$ cat config.mk
export PLATFORM = sky130hd
export DESIGN_NAME = hazardTop
export DESIGN_NICKNAME = d
export VERILOG_FILES = /design/src/design/hazardPkg.sv /design/src/design/instrClassifier.sv /design/src/design/instrTiming.sv /design/src/design/stageTracker.sv /design/src/design/mulDivTracker.sv /design/src/design/pipelineControl.sv /design/src/design/hazardTop.sv
export SDC_FILE = /design/constraint.sdc
export NUM_CORES = 1
export LEC_CHECK = 0
export ABC_AREA = 1
export BUFFER_PORTS_ARGS = -buffer_cell sky130_fd_sc_hd__buf_2
export CAP_MARGIN = 15
export CORE_MARGIN = 10
export CORE_UTILIZATION = 59
export CTS_BUF_LIST = sky130_fd_sc_hd__clkbuf_16
export DETAILED_ROUTE_END_ITERATION = 8
export PLACE_DENSITY_LB_ADDON = 0.25
export SYNTH_ARGS = -nofsm -noshare
export SYNTH_HDL_FRONTEND = slang
export SYNTH_HIERARCHICAL = 1
export SYNTH_SLANG_ARGS = --single-unit
$ cat constraint.sdc
create_clock -name clk -period 6 [get_ports clk]
set_clock_uncertainty 0.05 [all_clocks]
set_input_delay 0.6 -clock clk [delete_from_list [all_inputs] [get_ports clk]]
set_output_delay 0.6 -clock clk [all_outputs]
set_load 0.02 [all_outputs]
$ cat src/design/hazardPkg.sv
`default_nettype none

package hazardPkg;

    localparam int T_WIDTH = 3;
    localparam logic [T_WIDTH-1:0] TUSE_INF = 3'd7;   // Operand never read

    // Major opcodes
    localparam logic [5:0] OP_SPECIAL = 6'h00;
    localparam logic [5:0] OP_JAL = 6'h03;
    localparam logic [5:0] OP_BEQ = 6'h04;
    localparam logic [5:0] OP_ORI = 6'h0d;
    localparam logic [5:0] OP_LUI = 6'h0f;
    localparam logic [5:0] OP_LW = 6'h23;
    localparam logic [5:0] OP_SW = 6'h2b;

    // SPECIAL funct codes
    localparam logic [5:0] FN_SLL = 6'h00;
    localparam logic [5:0] FN_JR = 6'h08;
    localparam logic [5:0] FN_MFLO = 6'h12;
    localparam logic [5:0] FN_MTLO = 6'h13;
    localparam logic [5:0] FN_MULT = 6'h18;
    localparam logic [5:0] FN_DIV = 6'h1a;
    localparam logic [5:0] FN_ADDU = 6'h21;
    localparam logic [5:0] FN_SUBU = 6'h23;

    localparam logic [4:0] REG_RA = 5'd31;            // JAL link register

    // Multiplier occupancy in cycles
    localparam int MD_CNT_WIDTH = 4;
    localparam logic [MD_CNT_WIDTH-1:0] MULT_CYCLES = 4'd5;
    localparam logic [MD_CNT_WIDTH-1:0] DIV_CYCLES = 4'd10;

    typedef enum logic [3:0] {
        K_NOP, K_ADDU, K_SUBU, K_SLL, K_ORI, K_LUI, K_LW, K_SW,
        K_BEQ, K_JAL, K_JR, K_MULT, K_DIV, K_MFLO, K_MTLO
    } instrKind;

    typedef enum logic [2:0] {
        CALC_R, CALC_I, MEM_READ, MEM_WRITE, BRANCH, JUMP, MULTDIV, NONE
    } funcClass;

    typedef enum logic [1:0] {
        KCTRL_NONE, KCTRL_KTEXT, KCTRL_ERET
    } kCtrl;

    typedef struct packed {
        logic [5:0] opcode;
        logic [4:0] rs;
        logic [4:0] rt;
        logic [4:0] rd;
        logic [4:0] shamt;
        logic [5:0] funct;
    } rFields;

    typedef struct packed {
        logic [5:0]  opcode;
        logic [4:0]  rs;
        logic [4:0]  rt;
        logic [15:0] imm16;
    } iFields;

    // Same 32-bit word, R-type or I-type view
    typedef union packed {
        rFields r;
        iFields i;
    } instrWord;

    typedef struct packed {
        logic [4:0]         rsAddr;
        logic [4:0]         rtAddr;
        logic [T_WIDTH-1:0] tuseRs;
        logic [T_WIDTH-1:0] tuseRt;
        logic [T_WIDTH-1:0] tnew;
        logic [4:0]         writeAddr;
        instrKind           kind;
        funcClass           fClass;
    } timingInfo;

    typedef struct packed {
        logic               valid;
        logic [31:0]        pc;
        instrKind           kind;
        funcClass           fClass;
        logic [4:0]         writeAddr;
        logic [T_WIDTH-1:0] tnew;
    } stageRec;

    localparam stageRec BUBBLE_REC = '0;              // Invalid NOP record

    typedef struct packed {
        logic stallPc;
        logic stallId;
        logic clrId;
        logic clrEx;
        logic clrMem;
        logic clrWb;
    } pipeCtrl;

endpackage

`default_nettype wire

$ cat src/design/instrClassifier.sv
`timescale 1ns/10ps
`default_nettype none

module instrClassifier (
    input  hazardPkg::instrWord instr,
    output hazardPkg::instrKind kind,
    output hazardPkg::funcClass fClass
);

    always_comb begin
        kind = hazardPkg::K_NOP;
        case (instr.i.opcode)
            hazardPkg::OP_SPECIAL: begin
                case (instr.r.funct)
                    hazardPkg::FN_ADDU: kind = hazardPkg::K_ADDU;
                    hazardPkg::FN_SUBU: kind = hazardPkg::K_SUBU;
                    hazardPkg::FN_SLL:  kind = (instr == '0) ? hazardPkg::K_NOP : hazardPkg::K_SLL;
                    hazardPkg::FN_JR:   kind = hazardPkg::K_JR;
                    hazardPkg::FN_MULT: kind = hazardPkg::K_MULT;
                    hazardPkg::FN_DIV:  kind = hazardPkg::K_DIV;
                    hazardPkg::FN_MFLO: kind = hazardPkg::K_MFLO;
                    hazardPkg::FN_MTLO: kind = hazardPkg::K_MTLO;
                    default:            kind = hazardPkg::K_NOP;
                endcase
            end
            hazardPkg::OP_ORI: kind = hazardPkg::K_ORI;
            hazardPkg::OP_LUI: kind = hazardPkg::K_LUI;
            hazardPkg::OP_LW:  kind = hazardPkg::K_LW;
            hazardPkg::OP_SW:  kind = hazardPkg::K_SW;
            hazardPkg::OP_BEQ: kind = hazardPkg::K_BEQ;
            hazardPkg::OP_JAL: kind = hazardPkg::K_JAL;
            default:           kind = hazardPkg::K_NOP;   // Unsupported word
        endcase
    end

    always_comb begin
        case (kind)
            hazardPkg::K_ADDU, hazardPkg::K_SUBU, hazardPkg::K_SLL: fClass = hazardPkg::CALC_R;
            hazardPkg::K_ORI, hazardPkg::K_LUI: fClass = hazardPkg::CALC_I;
            hazardPkg::K_LW:  fClass = hazardPkg::MEM_READ;
            hazardPkg::K_SW:  fClass = hazardPkg::MEM_WRITE;
            hazardPkg::K_BEQ: fClass = hazardPkg::BRANCH;
            hazardPkg::K_JAL, hazardPkg::K_JR: fClass = hazardPkg::JUMP;
            hazardPkg::K_MULT, hazardPkg::K_DIV,
            hazardPkg::K_MFLO, hazardPkg::K_MTLO: fClass = hazardPkg::MULTDIV;
            default: fClass = hazardPkg::NONE;
        endcase
    end

endmodule

`default_nettype wire

$ cat src/design/instrTiming.sv
`timescale 1ns/10ps
`default_nettype none

module instrTiming (
    input  hazardPkg::instrWord  instr,
    output hazardPkg::timingInfo info
);

    hazardPkg::instrKind kind;
    hazardPkg::funcClass fClass;

    instrClassifier classifier (
        .instr  (instr),
        .kind   (kind),
        .fClass (fClass)
    );

    always_comb begin
        info.rsAddr = instr.i.rs;
        info.rtAddr = instr.i.rt;
        info.kind = kind;
        info.fClass = fClass;

        // Cycles until rs is needed, counted from ID
        case (kind)
            hazardPkg::K_ADDU, hazardPkg::K_SUBU, hazardPkg::K_ORI,
            hazardPkg::K_LW, hazardPkg::K_SW, hazardPkg::K_MULT,
            hazardPkg::K_DIV, hazardPkg::K_MTLO: info.tuseRs = 3'd1;
            hazardPkg::K_BEQ, hazardPkg::K_JR:   info.tuseRs = 3'd0;   // Resolved in ID
            default:                             info.tuseRs = hazardPkg::TUSE_INF;
        endcase

        case (kind)
            hazardPkg::K_ADDU, hazardPkg::K_SUBU, hazardPkg::K_SLL,
            hazardPkg::K_MULT, hazardPkg::K_DIV: info.tuseRt = 3'd1;
            hazardPkg::K_SW:  info.tuseRt = 3'd2;   // Store data only needed in MEM
            hazardPkg::K_BEQ: info.tuseRt = 3'd0;
            default:          info.tuseRt = hazardPkg::TUSE_INF;
        endcase

        // Cycles until the result can be forwarded
        case (kind)
            hazardPkg::K_ADDU, hazardPkg::K_SUBU, hazardPkg::K_SLL,
            hazardPkg::K_ORI, hazardPkg::K_MFLO: info.tnew = 3'd2;
            hazardPkg::K_LUI, hazardPkg::K_JAL:  info.tnew = 3'd1;
            hazardPkg::K_LW:                     info.tnew = 3'd3;
            default:                             info.tnew = 3'd0;
        endcase

        case (kind)
            hazardPkg::K_ADDU, hazardPkg::K_SUBU, hazardPkg::K_SLL,
            hazardPkg::K_MFLO: info.writeAddr = instr.r.rd;
            hazardPkg::K_ORI, hazardPkg::K_LUI,
            hazardPkg::K_LW:   info.writeAddr = instr.i.rt;
            hazardPkg::K_JAL:  info.writeAddr = hazardPkg::REG_RA;
            default:           info.writeAddr = 5'd0;   // No register write
        endcase
    end

endmodule

`default_nettype wire

$ cat src/design/stageTracker.sv
`timescale 1ns/10ps
`default_nettype none

module stageTracker (
    input  logic                 clk,
    input  logic                 rst,
    input  hazardPkg::instrWord  fetchInstr,
    input  logic [31:0]          fetchPc,
    input  hazardPkg::timingInfo idInfo,
    input  hazardPkg::pipeCtrl   ctrl,
    output hazardPkg::instrWord  idInstr,
    output hazardPkg::stageRec   idRec,
    output hazardPkg::stageRec   exRec,
    output hazardPkg::stageRec   memRec,
    output hazardPkg::stageRec   wbRec
);

    logic        idValid;
    logic [31:0] idPc;

    // One stage closer to its result, never below zero
    function automatic hazardPkg::stageRec ageRec(hazardPkg::stageRec rec);
        hazardPkg::stageRec aged;
        aged = rec;
        if (rec.tnew != '0) begin
            aged.tnew = rec.tnew - 1'b1;
        end
        return aged;
    endfunction

    always_ff @(posedge clk) begin
        if (rst || ctrl.clrId) begin
            idValid <= 1'b0;
            idInstr <= '0;             // Decodes as NOP
        end else if (!ctrl.stallId) begin
            idValid <= 1'b1;
            idInstr <= fetchInstr;
            idPc <= fetchPc;
        end
    end

    // ID record built from the live decode
    always_comb begin
        idRec.valid = idValid;
        idRec.pc = idPc;
        idRec.kind = idInfo.kind;
        idRec.fClass = idInfo.fClass;
        idRec.writeAddr = idInfo.writeAddr;
        idRec.tnew = idInfo.tnew;
    end

    always_ff @(posedge clk) begin
        if (rst) begin
            exRec <= hazardPkg::BUBBLE_REC;
            memRec <= hazardPkg::BUBBLE_REC;
            wbRec <= hazardPkg::BUBBLE_REC;
        end else begin
            exRec <= ctrl.clrEx ? hazardPkg::BUBBLE_REC : ageRec(idRec);
            memRec <= ctrl.clrMem ? hazardPkg::BUBBLE_REC : ageRec(exRec);
            wbRec <= ctrl.clrWb ? hazardPkg::BUBBLE_REC : ageRec(memRec);
        end
    end

    // Hazard stall and CP0 flush are mutually exclusive
    assert property (@(posedge clk) disable iff (rst)
        !(ctrl.stallId && ctrl.clrId))
        else $error("stageTracker: stall together with ID clear");

endmodule

`default_nettype wire

$ cat src/design/mulDivTracker.sv
`timescale 1ns/10ps
`default_nettype none

module mulDivTracker (
    input  logic               clk,
    input  logic               rst,
    input  hazardPkg::stageRec exRec,
    input  logic               clrMem,   // EX occupant dropped, not moved on
    output logic               mdBusy
);

    logic [hazardPkg::MD_CNT_WIDTH-1:0] count;
    logic                               startMult;
    logic                               startDiv;

    // Starts as the instruction enters MEM
    assign startMult = exRec.valid && !clrMem && (exRec.kind == hazardPkg::K_MULT);
    assign startDiv = exRec.valid && !clrMem && (exRec.kind == hazardPkg::K_DIV);

    always_ff @(posedge clk) begin
        if (rst) begin
            count <= '0;
        end else if (startMult) begin
            count <= hazardPkg::MULT_CYCLES;
        end else if (startDiv) begin
            count <= hazardPkg::DIV_CYCLES;
        end else if (count != '0) begin
            count <= count - 1'b1;
        end
    end

    assign mdBusy = (count != '0);

    assert property (@(posedge clk) disable iff (rst)
        count <= hazardPkg::DIV_CYCLES)
        else $error("mulDivTracker: count %0d out of range", count);

endmodule

`default_nettype wire

$ cat src/design/pipelineControl.sv
`timescale 1ns/10ps
`default_nettype none

module pipelineControl (
    input  hazardPkg::timingInfo idInfo,
    input  hazardPkg::stageRec   idRec,
    input  hazardPkg::stageRec   exRec,
    input  hazardPkg::stageRec   memRec,
    input  hazardPkg::stageRec   wbRec,
    input  logic                 mdBusy,
    input  hazardPkg::kCtrl      kCtrlCp0,
    input  logic [31:0]          fetchPc,
    output hazardPkg::pipeCtrl   ctrl,
    output logic [31:0]          macroPc
);

    logic rsStall;
    logic rtStall;
    logic mdStall;
    logic hazStall;
    logic flush;

    // Producer still too far from its result
    function automatic logic lateProducer(hazardPkg::stageRec rec, logic [4:0] addr,
                                          logic [hazardPkg::T_WIDTH-1:0] tuse);
        return rec.valid && (rec.writeAddr == addr) && (rec.tnew > tuse);
    endfunction

    assign rsStall = idRec.valid && (idInfo.rsAddr != 5'd0) &&
        (lateProducer(exRec, idInfo.rsAddr, idInfo.tuseRs) ||
         lateProducer(memRec, idInfo.rsAddr, idInfo.tuseRs));
    assign rtStall = idRec.valid && (idInfo.rtAddr != 5'd0) &&
        (lateProducer(exRec, idInfo.rtAddr, idInfo.tuseRt) ||
         lateProducer(memRec, idInfo.rtAddr, idInfo.tuseRt));
    assign mdStall = idRec.valid && mdBusy && (idInfo.fClass == hazardPkg::MULTDIV);
    assign hazStall = rsStall || rtStall || mdStall;

    assign flush = (kCtrlCp0 == hazardPkg::KCTRL_KTEXT) || (kCtrlCp0 == hazardPkg::KCTRL_ERET);

    always_comb begin
        ctrl.stallPc = hazStall && !flush;   // Flush wins
        ctrl.stallId = hazStall && !flush;
        ctrl.clrId = flush;
        ctrl.clrEx = hazStall || flush;      // Bubble or flush
        ctrl.clrMem = flush;
        ctrl.clrWb = flush;
    end

    always_comb begin
        if (wbRec.valid && (wbRec.fClass == hazardPkg::BRANCH ||
                            wbRec.fClass == hazardPkg::JUMP)) begin
            macroPc = wbRec.pc;              // Delay slot reports its jump
        end else if (memRec.valid) begin
            macroPc = memRec.pc;
        end else if (exRec.valid) begin
            macroPc = exRec.pc;
        end else if (idRec.valid) begin
            macroPc = idRec.pc;
        end else begin
            macroPc = fetchPc;
        end
    end

endmodule

`default_nettype wire

$ cat src/design/hazardTop.sv
`timescale 1ns/10ps
`default_nettype none

module hazardTop (
    input  logic                          clk,
    input  logic                          rst,
    input  hazardPkg::instrWord           fetchInstr,
    input  logic [31:0]                   fetchPc,
    input  hazardPkg::kCtrl               kCtrlCp0,
    output hazardPkg::pipeCtrl            ctrl,
    output logic [31:0]                   macroPc,
    output logic [hazardPkg::T_WIDTH-1:0] tnewId
);

    hazardPkg::instrWord  idInstr;
    hazardPkg::timingInfo idInfo;
    hazardPkg::stageRec   idRec;
    hazardPkg::stageRec   exRec;
    hazardPkg::stageRec   memRec;
    hazardPkg::stageRec   wbRec;
    logic                 mdBusy;

    stageTracker stages (
        .clk        (clk),
        .rst        (rst),
        .fetchInstr (fetchInstr),
        .fetchPc    (fetchPc),
        .idInfo     (idInfo),
        .ctrl       (ctrl),
        .idInstr    (idInstr),
        .idRec      (idRec),
        .exRec      (exRec),
        .memRec     (memRec),
        .wbRec      (wbRec)
    );

    instrTiming idTiming (
        .instr (idInstr),
        .info  (idInfo)
    );

    mulDivTracker mulDiv (
        .clk    (clk),
        .rst    (rst),
        .exRec  (exRec),
        .clrMem (ctrl.clrMem),
        .mdBusy (mdBusy)
    );

    pipelineControl control (
        .idInfo   (idInfo),
        .idRec    (idRec),
        .exRec    (exRec),
        .memRec   (memRec),
        .wbRec    (wbRec),
        .mdBusy   (mdBusy),
        .kCtrlCp0 (kCtrlCp0),
        .fetchPc  (fetchPc),
        .ctrl     (ctrl),
        .macroPc  (macroPc)
    );

    assign tnewId = idInfo.tnew;   // Observation only

endmodule

`default_nettype wire

==> load_flow_metrics.sql <==
INSERT INTO impl_metrics (metric_group, metric, value, unit) VALUES
('die', 'placeableCoreArea', '15800', 'um^2'),
('routing', 'routed_wl', '20200', 'um'),
('flow_run', 'count_of_max_cap_constraint_violations', '0', ''),
('timing', 'grt_setup_unrepaired', 'no', ''),
('clocking', 'cts.reportedPaths.clkPinSlew', '0.07', 'ns'),
('timing', 'maxClockFrequency', '206', 'MHz'),
('die', 'die-area', '21500', 'um^2'),
('die', 'initial_util', '0.598', ''),
('global_route', 'grt_first_pass_wirelength', '33900', 'um'),
('clocking', 'clk_sink_count', '194', ''),
('worst_setup_path', 'timing.critical_path.max_delay_family', 'simple AND/OR/NAND/NOR gates', ''),
('layout', 'diodes', '0', ''),
('layout', 'design_area', '10300', 'um^2'),
('timing', 'hold-worst-slack', '0.300', 'ns'),
('layout', 'sequential_cell_area', '4210', 'um^2'),
('routing', 'routed-via-count', '7685', ''),
('clocking', 'post-cts-setup-buffers', '0', ''),
('worst_setup_path', 'critical_path.slowest_cell', 'dfxtp_1', ''),
('worst_setup_path', 'critical_setup_path_kind', 'flop to primary output', ''),
('timing', 'finalSetupViolations', '0', ''),
('pwr', 'leakagePower', '4.86', 'nW'),
('global_route', 'total_congestion_overflow', '0', ''),
('clocking', 'clock_latency_at_the_later_pin_of_the_worst_skew_pair', '0.43', 'ns'),
('worst_setup_path', 'critPathBufInv', '4', ''),
('layout', 'area_of_combinational_cells_with_multiple_inputs', '3750', 'um^2'),
('worst_setup_path', 'critical_path.max_stage_delay', '0.35', 'ns'),
('yosys', 'yosysWarnings', '6', ''),
('worst_setup_path', 'cp_max_fo', '30', ''),
('timing', 'slew_headroom', '0.308', ''),
('placement', 'post-dp-hpwl', '13700', 'um'),
('routing', 'number_of_drc_violations_after_detailed_routing_iteration_0', '428', ''),
('yosys', 'post_synth_instance_area', '9460', 'um^2'),
('global_route', 'grt_pass1_vias', '7238', ''),
('global_route', 'grt_antenna_before_repair', '0', ''),
('clocking', 'tritoncts.num_buffers', '17', ''),
('layout', 'syn_to_final_growth', '9.36', '%'),
('layout', 'nNetsFinal', '1499', ''),
('worst_setup_path', 'critPathCaptureType', 'primary output', ''),
('timing', 'tightest_slew', '1.04', 'ns'),
('clocking', 'cts.path.max_buffers', '2', ''),
('yosys', 'postSynthNetCount', '1434', ''),
('timing', 'fin_setup_tns', '0', 'ns'),
('routing', 'drt-pass1-iter-count', '6', ''),
('layout', 'fillerInstances', '1370', ''),
('routing', 'route.detailed.wl_per_inst', '12.4', 'um'),
('routing', 'detail-route-antenna-nets', '0', ''),
('clocking', 'post_cts_hold_buffer_count', '0', ''),
('die', 'chipWidth', '147', 'um'),
('layout', 'final_core_utilization', '0.654', ''),
('worst_setup_path', 'critical_path.cell_chain', 'nor2_1 > nand2_1 > nor2_1 > nand2_1 > o21ai_2 > nand2_1 > nand2_1 > nand2_1 > inv_1 > ha_1 > o221ai_1 > inv_1 > ha_1 > nand3_1 > nand3_1 > nor2_1 > nand4_1 > nand2_1 > nand2_2 > nand3_2 > nand2_1 > inv_2 > buf_2', ''),
('clocking', 'cts_tree', 'done', ''),
('placement', 'buffer_ports.inserted', '107', ''),
('timing', 'timing.final.crit_period', '4.85', 'ns'),
('clocking', 'clock_tree.root_cell', 'clkbuf_16', ''),
('timing', 'final-hold-violation-count', '0', ''),
('die', 'design.portCount', '109', ''),
('worst_setup_path', 'path_common_cell', 'nand2_1', ''),
('run_status', 'status', 'complete, no violations', ''),
('clocking', 'post_cts_resize_count', '0', ''),
('yosys', 'synth.avg_cell_area', '7.07', 'um^2'),
('routing', 'drc', '0', ''),
('timing', 'layout_worst_path_cycle_share', '0.808', ''),
('worst_hold_path', 'hold_path.class', 'primary input to flop', ''),
('placement', 'gp_congestion', '0.862', ''),
('pwr', 'maximum_resistive_drop_on_vdd', '0.000229', 'V'),
('layout', 'layout-drive-gt1-share', '0.132', ''),
('yosys', 'syn-instance-count', '1339', ''),
('placement', 'placed_cell_area', '9830', 'um^2'),
('worst_setup_path', 'timing.critical_path.required', '5.35', 'ns'),
('worst_setup_path', 'crit_arrival', '4.20', 'ns'),
('worst_setup_path', 'kind_of_launch_point_of_the_worst_setup_path', 'flop', ''),
('die', 'chipHeight', '147', 'um'),
('pwr', 'power_density_relative_to_cell_area', '296', 'nW/um^2'),
('timing', 'timing.final.max_slew_violations', '0', ''),
('clocking', 'cts_htree_levels', '4', ''),
('die', 'rows', '46', ''),
('routing', 'drt-vias-per-instance', '4.71', ''),
('global_route', 'pin_count_of_the_biggest_net_entering_global_routing', '65', ''),
('global_route', 'grt_total_usage', '0.189', '');
## metal layers
metal,GRT usage,part of all wire
met1,0.232,0.46
met2,0.315,0.47
met3,0.0473,0.058
met4,0.0621,0.014
met5,0,0
## registers in the layout (all words and copies together), names as in the netlist
name / flops
stages/wbRec: 35
stages/idInstr: 32
stages/idValid: 1
mulDiv/count: 4
stages/memRec: 43
stages/exRec: 47
stages/idPc: 32
## area by class of cell
cell class,count,area share
clock buffers,17,0.0411
clock inverters,15,0.00883
inverters,268,0.0977
multi-input cells,809,0.363
flip-flops and latches,194,0.406
well taps,216,0.0261
repair buffers,114,0.0568
## cell usage in the layout, fill, tap and decap left out, types with 3 or more instances in the layout
cell type,n
clkinv_2,3
xor2_1,4
clkinv_1,5
buf_2,107
a21oi_1,8
nand3_1,35
inv_1,257
dfxtp_1,161
o21ai_0,6
inv_2,10
o211ai_1,35
a31oi_1,32
nand3_2,6
nand2_2,6
a21oi_2,5
nor2_2,13
inv_4,3
nor2_1,268
nand2_1,341
edfxtp_1,32
clkbuf_16,17
nand4_1,10
buf_4,7
ha_1,27
## path summary, 6_finish.rpt
kind | start | endpoint | slack, ns | cells past startpoint
setup / recovery | stages/idInstr[23] | ctrl[4] | 1.15 | 23
hold / removal | fetchPc[13] | stages/idPc[13] | 0.30 | 1
setup reg to reg | stages/idInstr[23] | stages/idPc[5] | 1.36 | 22
hold reg to reg | stages/exRec[9] | stages/memRec[9] | 0.36 | 2
## report_power, final
group | internal, mW | switching [mW] | total, mW | leakage (nW)
clock | 0.526 | 0.487 | 1.01 | 0.264
sequential | 1.40 | 0.0510 | 1.45 | 1.62
combinational | 0.214 | 0.391 | 0.604 | 2.98
## metrics by stage
stage	power (mW)	worst slack, ns	std cells
global route	3.24	0.755	1633
CTS	3.09	1.19	1633
floorplan	1.95	0.973	1339
detailed placement	2.08	1.47	1601
global placement	2.06	1.59	1601
finish	3.07	1.15	1633
(Power assumes the default switching activity.)
